**src/hw/pipe_trace_pkg.sv**
```systemverilog
//////////////////////////////
// pipe trace package
// widths, depths and record types for the pipeline trace monitor
//////////////////////////////
`default_nettype none

package pipe_trace_pkg;

    // one store entry per tag, tags wrap at the depth
    localparam int TRACE_DEPTH = 16;
    localparam int TAG_W       = $clog2(TRACE_DEPTH);
    // free-running cycle count
    localparam int CYCLE_W     = 32;
    // saturating stall counters
    localparam int STALL_W     = 8;
    localparam int ADDR_W      = 32;
    localparam int INSN_W      = 32;

    typedef logic [TAG_W-1:0] trace_tag_t;

    // occupancy of one pipeline stage
    typedef struct packed {
        logic       valid;
        trace_tag_t tag;
    } stage_slot_t;

    // known when the instruction enters fetch
    typedef struct packed {
        logic [ADDR_W-1:0]  addr;
        logic [CYCLE_W-1:0] fetch_cycle;
    } fetch_rec_t;

    // word captured as the instruction leaves decode
    typedef struct packed {
        logic [INSN_W-1:0] insn;
    } decode_rec_t;

    typedef struct packed {
        logic [STALL_W-1:0] fetch_stalls;
        logic [STALL_W-1:0] decode_stalls;
    } stall_rec_t;

    // one record per retired instruction
    typedef struct packed {
        trace_tag_t         tag;
        logic [ADDR_W-1:0]  addr;
        logic [INSN_W-1:0]  insn;
        logic [CYCLE_W-1:0] fetch_cycle;
        logic [CYCLE_W-1:0] retire_cycle;
        logic [STALL_W-1:0] fetch_stalls;
        logic [STALL_W-1:0] decode_stalls;
    } retire_rec_t;

endpackage

`default_nettype wire

```
**src/hw/stage_tag_pipe.sv**
```systemverilog
//////////////////////////////
// stage tag pipe
// hands out wrapping trace tags and moves them
// through the five stages under stall and flush
//////////////////////////////
`timescale 1ns/1ps
`default_nettype none

module stage_tag_pipe (
    input  logic                        clk,
    input  logic                        rst,
    input  logic                        fetch_valid,
    input  logic                        stall,
    input  logic                        flush,
    output pipe_trace_pkg::stage_slot_t slot_if,
    output pipe_trace_pkg::stage_slot_t slot_id,
    output pipe_trace_pkg::stage_slot_t slot_ex,
    output pipe_trace_pkg::stage_slot_t slot_mem,
    output pipe_trace_pkg::stage_slot_t slot_wb,
    output logic                        fetch_enter,
    output pipe_trace_pkg::trace_tag_t  enter_tag,
    output logic                        decode_adv,
    output logic                        hold
);
    import pipe_trace_pkg::*;

    // next tag to hand out
    trace_tag_t  tag_q;
    stage_slot_t all_slots [5];
    logic        dup_tag;

    // new instruction accepted at the coming edge, carrying tag_q
    assign fetch_enter = fetch_valid && !stall && !flush;
    assign enter_tag   = tag_q;
    assign decode_adv  = slot_id.valid && !stall && !flush;
    // flush beats stall
    assign hold        = stall && !flush;

    always_ff @(posedge clk or posedge rst) begin
        if (rst) begin
            tag_q    <= '0;
            slot_if  <= '0;
            slot_id  <= '0;
            slot_ex  <= '0;
            slot_mem <= '0;
            slot_wb  <= '0;
        end else begin
            // back end never stalls
            slot_mem <= slot_ex;
            slot_wb  <= slot_mem;
            if (flush) begin
                slot_if <= '0;
                slot_id <= '0;
                slot_ex <= '0;
            end else if (stall) begin
                // front end holds, bubble into execute
                slot_ex <= '0;
            end else begin
                slot_ex <= slot_id;
                slot_id <= slot_if;
                if (fetch_valid) begin
                    slot_if <= '{valid: 1'b1, tag: tag_q};
                    // wraps modulo TRACE_DEPTH
                    tag_q   <= tag_q + 1'b1;
                end else begin
                    slot_if <= '0;
                end
            end
        end
    end

    ////////////////////////////////
    // checks
    ////////////////////////////////
    assign all_slots = '{slot_if, slot_id, slot_ex, slot_mem, slot_wb};

    always_comb begin
        dup_tag = 1'b0;
        for (int i = 0; i < 5; i++) begin
            for (int j = i + 1; j < 5; j++) begin
                if (all_slots[i].valid && all_slots[j].valid &&
                    all_slots[i].tag == all_slots[j].tag) begin
                    dup_tag = 1'b1;
                end
            end
        end
    end

    // a live tag must never be handed out twice
    a_unique_tags: assert property (@(posedge clk) disable iff (rst) !dup_tag);
    // a held front end feeds a bubble to execute
    a_hold_bubble: assert property (@(posedge clk) disable iff (rst) hold |=> !slot_ex.valid);

endmodule

`default_nettype wire

```
**src/hw/stall_tally.sv**
```systemverilog
//////////////////////////////
// stall tally
// per-tag fetch and decode stall counters
//////////////////////////////
`timescale 1ns/1ps
`default_nettype none

module stall_tally (
    input  logic                        clk,
    input  logic                        rst,
    input  logic                        fetch_enter,
    input  pipe_trace_pkg::trace_tag_t  enter_tag,
    input  logic                        hold,
    input  pipe_trace_pkg::stage_slot_t slot_if,
    input  pipe_trace_pkg::stage_slot_t slot_id,
    input  pipe_trace_pkg::trace_tag_t  rd_tag,
    output pipe_trace_pkg::stall_rec_t  rd_stall
);
    import pipe_trace_pkg::*;

    // one pair of counters per tag
    stall_rec_t tally [TRACE_DEPTH];

    always_ff @(posedge clk or posedge rst) begin
        if (rst) begin
            for (int i = 0; i < TRACE_DEPTH; i++) begin
                tally[i] <= '0;
            end
        end else if (fetch_enter) begin
            // fresh instruction starts from zero
            tally[enter_tag] <= '0;
        end else if (hold) begin
            // enter needs a free front end, so it never meets hold
            if (slot_if.valid && !(&tally[slot_if.tag].fetch_stalls)) begin
                tally[slot_if.tag].fetch_stalls <=
                    tally[slot_if.tag].fetch_stalls + 1'b1;
            end
            // saturate instead of wrapping
            if (slot_id.valid && !(&tally[slot_id.tag].decode_stalls)) begin
                tally[slot_id.tag].decode_stalls <=
                    tally[slot_id.tag].decode_stalls + 1'b1;
            end
        end
    end

    // counts settle once the tag leaves decode
    assign rd_stall = tally[rd_tag];

endmodule

`default_nettype wire

```
**src/hw/trace_ram.sv**
```systemverilog
//////////////////////////////
// trace ram
// tag-indexed store, edge write, async read
//////////////////////////////
`timescale 1ns/1ps
`default_nettype none

module trace_ram #(
    parameter type entry_t = logic [31:0]
) (
    input  logic                       clk,
    input  logic                       rst,
    input  logic                       wr_en,
    input  pipe_trace_pkg::trace_tag_t wr_tag,
    input  entry_t                     wr_data,
    input  pipe_trace_pkg::trace_tag_t rd_tag,
    output entry_t                     rd_data
);
    import pipe_trace_pkg::*;

    entry_t mem [TRACE_DEPTH];

    // plain register array
    always_ff @(posedge clk) begin
        if (wr_en) begin
            mem[wr_tag] <= wr_data;
        end
    end

    assign rd_data = mem[rd_tag];

    // write tag comes from the tag pipe and must be clean
    a_wr_tag_known: assert property (@(posedge clk) disable iff (rst)
        wr_en |-> !$isunknown(wr_tag));

endmodule

`default_nettype wire

```
**src/hw/retire_report.sv**
```systemverilog
//////////////////////////////
// retire report
// owns the cycle count and registers one
// record per instruction in write-back
//////////////////////////////
`timescale 1ns/1ps
`default_nettype none

module retire_report (
    input  logic                                clk,
    input  logic                                rst,
    input  pipe_trace_pkg::stage_slot_t         slot_wb,
    input  pipe_trace_pkg::fetch_rec_t          fetch_data,
    input  pipe_trace_pkg::decode_rec_t         decode_data,
    input  pipe_trace_pkg::stall_rec_t          stall_data,
    output logic [pipe_trace_pkg::CYCLE_W-1:0]  cycle,
    output logic                                retire_valid,
    output pipe_trace_pkg::retire_rec_t         retire_rec
);
    import pipe_trace_pkg::*;

    retire_rec_t rec_next;

    ////////////////////////////////
    // cycle count
    ////////////////////////////////
    always_ff @(posedge clk or posedge rst) begin
        if (rst) begin
            cycle <= '0;
        end else begin
            cycle <= cycle + 1'b1;
        end
    end

    ////////////////////////////////
    // record assembly
    ////////////////////////////////
    // all three stores are read at the write-back tag
    always_comb begin
        rec_next.tag           = slot_wb.tag;
        rec_next.addr          = fetch_data.addr;
        rec_next.insn          = decode_data.insn;
        rec_next.fetch_cycle   = fetch_data.fetch_cycle;
        // count at the edge that loaded write-back, one behind now
        rec_next.retire_cycle  = cycle - 1'b1;
        rec_next.fetch_stalls  = stall_data.fetch_stalls;
        rec_next.decode_stalls = stall_data.decode_stalls;
    end

    // strobe, no back-pressure
    always_ff @(posedge clk or posedge rst) begin
        if (rst) begin
            retire_valid <= 1'b0;
        end else begin
            retire_valid <= slot_wb.valid;
        end
    end

    // payload only loads with a valid write-back
    always_ff @(posedge clk) begin
        if (slot_wb.valid) begin
            retire_rec <= rec_next;
        end
    end

endmodule

`default_nettype wire

```
**src/hw/pipe_trace_top.sv**
```systemverilog
//////////////////////////////
// pipe trace top
// trace monitor for a five-stage pipeline
// that emits one retire record per completed instruction
//////////////////////////////
`timescale 1ns/1ps
`default_nettype none

module pipe_trace_top (
    input  logic                               clk,
    input  logic                               rst,
    input  logic                               fetch_valid,
    input  logic [pipe_trace_pkg::ADDR_W-1:0]  fetch_addr,
    input  logic [pipe_trace_pkg::INSN_W-1:0]  decode_insn,
    input  logic                               stall,
    input  logic                               flush,
    output logic                               retire_valid,
    output pipe_trace_pkg::retire_rec_t        retire_rec
);
    import pipe_trace_pkg::*;

    // stage occupancy
    stage_slot_t        slot_if;
    stage_slot_t        slot_id;
    stage_slot_t        slot_wb;
    logic               fetch_enter;
    trace_tag_t         enter_tag;
    logic               decode_adv;
    logic               hold;
    logic [CYCLE_W-1:0] cycle;

    // store traffic
    fetch_rec_t         fetch_wr;
    fetch_rec_t         fetch_rd;
    decode_rec_t        decode_wr;
    decode_rec_t        decode_rd;
    stall_rec_t         stall_rd;

    assign fetch_wr  = '{addr: fetch_addr, fetch_cycle: cycle};
    assign decode_wr = '{insn: decode_insn};

    stage_tag_pipe u_tag_pipe (
        .clk         (clk),
        .rst         (rst),
        .fetch_valid (fetch_valid),
        .stall       (stall),
        .flush       (flush),
        .slot_if     (slot_if),
        .slot_id     (slot_id),
        .slot_ex     (),
        .slot_mem    (),
        .slot_wb     (slot_wb),
        .fetch_enter (fetch_enter),
        .enter_tag   (enter_tag),
        .decode_adv  (decode_adv),
        .hold        (hold)
    );

    stall_tally u_tally (
        .clk         (clk),
        .rst         (rst),
        .fetch_enter (fetch_enter),
        .enter_tag   (enter_tag),
        .hold        (hold),
        .slot_if     (slot_if),
        .slot_id     (slot_id),
        .rd_tag      (slot_wb.tag),
        .rd_stall    (stall_rd)
    );

    // address and fetch cycle written on entry
    trace_ram #(.entry_t(fetch_rec_t)) u_fetch_ram (
        .clk     (clk),
        .rst     (rst),
        .wr_en   (fetch_enter),
        .wr_tag  (enter_tag),
        .wr_data (fetch_wr),
        .rd_tag  (slot_wb.tag),
        .rd_data (fetch_rd)
    );

    // instruction word written as decode advances
    trace_ram #(.entry_t(decode_rec_t)) u_decode_ram (
        .clk     (clk),
        .rst     (rst),
        .wr_en   (decode_adv),
        .wr_tag  (slot_id.tag),
        .wr_data (decode_wr),
        .rd_tag  (slot_wb.tag),
        .rd_data (decode_rd)
    );

    retire_report u_report (
        .clk          (clk),
        .rst          (rst),
        .slot_wb      (slot_wb),
        .fetch_data   (fetch_rd),
        .decode_data  (decode_rd),
        .stall_data   (stall_rd),
        .cycle        (cycle),
        .retire_valid (retire_valid),
        .retire_rec   (retire_rec)
    );

endmodule

`default_nettype wire

```
**config.mk**
```make
export PLATFORM = sky130hd
export DESIGN_NAME = pipe_trace_top
export DESIGN_NICKNAME = d
export VERILOG_FILES = /design/src/hw/pipe_trace_pkg.sv /design/src/hw/stage_tag_pipe.sv /design/src/hw/stall_tally.sv /design/src/hw/trace_ram.sv /design/src/hw/retire_report.sv /design/src/hw/pipe_trace_top.sv
export SDC_FILE = /design/constraint.sdc
export NUM_CORES = 2
export LEC_CHECK = 0
export BUFFER_PORTS_ARGS = -buffer_cell sky130_fd_sc_hd__buf_2
export CAP_MARGIN = 20
export CORE_MARGIN = 3
export CORE_UTILIZATION = 63
export CTS_BUF_LIST = sky130_fd_sc_hd__clkbuf_2 sky130_fd_sc_hd__clkbuf_4 sky130_fd_sc_hd__clkbuf_8
export DETAILED_ROUTE_END_ITERATION = 10
export GPL_TIMING_DRIVEN = 0
export PLACE_DENSITY = 0.81
export SYNTH_ARGS = -nofsm -noshare
export SYNTH_HDL_FRONTEND = slang
export SYNTH_HIERARCHICAL = 1
export SYNTH_SLANG_ARGS = --single-unit
```
**constraint.sdc**
```tcl
create_clock -name clk -period 11.19 [get_ports clk]
set_clock_uncertainty 0.05 [all_clocks]
set_input_delay 1.119 -clock clk [delete_from_list [all_inputs] [get_ports clk]]
set_output_delay 1.119 -clock clk [all_outputs]
set_load 0.05 [all_outputs]
```
==> results.toml <==
[outcome]
result_of_the_run = "complete, no violations"

[sta]
fmax_mhz = 189
report.final.hold_viol_count = 0
min_period_ns = 5.30
worst_pin_slew_ns = 1.17
final_min_period_over_clock_period_pct = 47.4
finalSetupViolCount = 0
worst_slew_margin_rel_pct = 21.4
report.final.slew_viol_count = 0
unrepaired_setup_endpoints_after_global_routing = "no"

[clock_tree]
hold_buffers = 0
cts_h_tree_depth = 5
cts-root-to-sink-buffers = 4
clock_sinks = 2002
cts.root.buffer_cell = "clkbuf_8"
clock_buffers_created_by_tritoncts = 326
cts_resized = 0
postCtsSetupRepairBufs = 0
worstSkewPairLatency_ns = 1.02
clock_pin_slew_reported_for_the_worst_setup_and_hold_paths_after_clock_tree_synthesis_ns = 0.06
tritoncts = "done"

[final_layout]
final_layout_size_suffix_gt1_share_pct = 31.3
num-nets-final = 4653
stdcell_area_mm2 = 0.0908
flow.area_growth_from_synthesis_pct = 14.3

[drt]
route.final.wire_length_um = 204000
route.antenna.remaining_nets = 0
first_pass_iters = 6
routedWlPerCell_um = 31.7
vias_post_dr = 44500
first_iter_violations = 6306
drt-vias-per-instance = 6.90
remaining_drc_errors = 0

[yosys]
ys_types = 71
post-synth-top-area-cell = "edfxtp_1"
syn_inst = 3929
number_of_flops_mapped_to_enable_cells_by_yosys = 1684
synth_flop_cell = "edfxtp_1"
synth_area_leaders = "edfxtp_1, mux4_2, dfrtp_1"
postSynthRegisterBits = 2002
synth_fp_nets = 4003
synth-warning-count = 6
syn_avg_cell_area_um2 = 20.2
synthDominantCellAreaShare_pct = 63.6
seq_area_frac_synth_pct = 73.6
postSynth.asyncResetShare_pct = 15.9
synth.cell_area_mm2 = 0.0795

[place]
place_congestion = 0.935
detailed_place_hpwl_um = 132000
portbufs = 215
dpl_cell_area_mm2 = 0.0846

[worst_setup_path]
worstReg2RegEnd = "u_tally/tally[227]$_DFFE_PP0P_"
worstSetupPathType = "reg -> reg"
critPathTopFamily = "buffers and inverters"
worstRegToRegCells = 16
worstPathMaxFanout = 11
worstReg2RegStart = "u_tag_pipe/slot_id[1]$_DFFE_PP0N_"
start_kind = "flip-flop"
cp_data_required_time_ns = 12.03
minimum_setup_slack_among_reg_to_reg_paths_ns = 5.89
timing.critical_path.cells = "buf_2 -> buf_2 -> buf_2 -> mux4_2 -> a22oi_1 -> and2_1 -> inv_1 -> ha_1 -> o21ai_0 -> o22ai_1 -> and2_1 -> buf_2 -> a21oi_1 -> nand2_1 -> clkbuf_1 -> mux2i_1"
timing.critical_path.to_type = "flip-flop"
cp.buffers_inverters = 6
cp.arrival_ns = 6.14
cp_slowest_cell = "dfrtp_1"
max_stage_delay_ns = 0.67
crit_top_cell = "buf_2"

[global_route]
grt_first_pass_wirelength_um = 301000
groute.usage.overall_pct = 31.8
globalRouteOverflowTotal = 0
number_of_global_route_vias_before_repair = 45300
antenna_found_initial = 15
grt_max_degree = 132

[die]
die_h_um = 361
start_util_pct = 63.9
std_cell_rows = 129
i_o_pin_cnt = 218
fp.coreArea_mm2 = 0.124
design.die.area_mm2 = 0.130
die_width_um = 361

[pwr]
finalPower_mw = 14.8
power-per-cell-area_mw_per_mm2 = 163
power.ir.vdd_worst_mv = 0.161
p_leak_nw = 31.0

[hold_path]
hold_path_class = "in -> async"

[job]
maxCapViolCount = 0
## cell usage in the layout (no fill, tap or decap), types with 31 or more instances in the layout
master,count
clkbuf_1,112
clkbuf_4,103
dfrtp_1,317
buf_6,61
mux2i_1,34
nand2_1,198
mux4_2,525
a32o_1,78
clkinv_1,62
buf_1,45
a22oi_1,219
xor2_1,37
xnor2_1,31
buf_2,265
nor2_1,50
nand3_1,40
edfxtp_1,1684
o2bb2ai_1,104
clkbuf_8,349
## worst max-delay path by stage
stage                                 startpoint                           endpoint  slack, ns  depth (start not counted)
6_report       u_tag_pipe/slot_id[1]$_DFFE_PP0N_     u_tally/tally[227]$_DFFE_PP0P_       5.89                         16
5_1_grt        u_tag_pipe/slot_id[1]$_DFFE_PP0N_      u_tally/tally[83]$_DFFE_PP0P_       5.67                         16
4_1_cts        u_tag_pipe/slot_id[1]$_DFFE_PP0N_      u_tally/tally[83]$_DFFE_PP0P_       6.08                         16
3_5_place_dp   u_tag_pipe/slot_id[1]$_DFFE_PP0N_      u_tally/tally[83]$_DFFE_PP0P_       6.12                         16
3_3_place_gp                               flush  u_fetch_ram/mem[12][41]$_DFFE_PP_      -1.40                          5
2_1_floorplan                                rst       u_tally/tally[0]$_DFFE_PP0P_       2.98                          1
## report_power, final
group | total (mW) | internal (mW) | switching, mW
sequential | 8.22 | 8.16 | 0.0643
clock | 6.07 | 3.33 | 2.74
combinational | 0.529 | 0.164 | 0.365
## logic make-up after synthesis
group / synth area share [%]
simple gates: 3.13
fa+ha+maj: 0.0787
xor+xnor: 0.770
flops: 73.6
buf+inv: 1.68
mux: 15.4
compound gates: 5.31
## cell usage after synthesis (6+ instances only)
cell type,instances
a2bb2o_1,10
o22ai_1,14
nand3_1,40
a21o_1,6
nor3_1,37
nand2_1,198
or3_1,11
nor2b_1,21
xnor2_1,31
or2_2,8
mux4_2,525
nand4_1,15
o21ai_1,6
nor4_1,17
and2_1,19
buf_6,22
buf_1,45
buf_2,49
o21ai_0,15
buf_4,20
nand2b_1,14
dfrtp_1,318
mux2i_1,34
a22o_1,25
edfxtp_1,1684
inv_1,23
o2bb2ai_1,104
or4_1,6
a32o_1,78
a21oi_1,14
a22oi_1,219
xor2_1,37
clkbuf_1,112
nor2_1,74
## per-layer routing
metal / up-vias / GRT usage, % / wire, µm
li1: 17800 / - / -
met1: 22900 / 43.7 / 72800
met2: 3303 / 49.3 / 98600
met3: 472 / 9.96 / 26800
met4: 8 / 10.9 / 5930
met5: - / 0 / 56
## registers in the layout, summed over array words and instances, names as in the netlist
name,cells
u_decode_ram/mem,512
u_fetch_ram/mem,1024
u_report/cycle,32
u_report/retire_rec,148
u_report/retire_valid,1
u_tag_pipe/enter_tag,4
u_tag_pipe/slot_ex,5
u_tag_pipe/slot_id,5
u_tag_pipe/slot_if,5
u_tag_pipe/slot_mem,5
u_tag_pipe/slot_wb,5
u_tally/tally,256
## worst register-to-register path, stage by stage (launching register included)
cell,delay (ns)
dfrtp_1,0.67
buf_2,0.41
buf_2,0.41
buf_2,0.38
mux4_2,0.35
a22oi_1,0.22
and2_1,0.28
inv_1,0.11
ha_1,0.23
o21ai_0,0.08
o22ai_1,0.22
and2_1,0.20
buf_2,0.16
a21oi_1,0.40
nand2_1,0.39
clkbuf_1,0.41
mux2i_1,0.25
## area by class of cell
cell class	count	area [µm²]
diodes	10	25.0
plain buffers	249	1250
clock buffers	451	5570
clock inverters	100	591
fillers	6841	33600
inverters	23	93.8
multi-input cells	1655	19800
flip-flops and latches	2002	58500
well taps	1637	2050
repair buffers	322	2850
## through the flow
| stage | TNS, ns | util, % | instances | hold slack (ns) | setup slack (ns) |
|---|---|---|---|---|---|
| final | 0 | 73.0 | 6449 | 0.181 | 5.89 |
| after global routing | 0 | 73.0 | 6445 | 0.156 | 5.67 |
| after CTS | 0 | 72.9 | 6435 | 0.0927 | 6.08 |
| after detailed placement | 0 | 68.0 | 5884 | 0.285 | 6.12 |
| after global placement | -220.79 | 66.4 | 5781 | 0.281 | -1.40 |
| after floorplan | 0 | - | 3929 | 0.281 | 2.98 |
No activity file was read; power rests on OpenSTA's default activity.
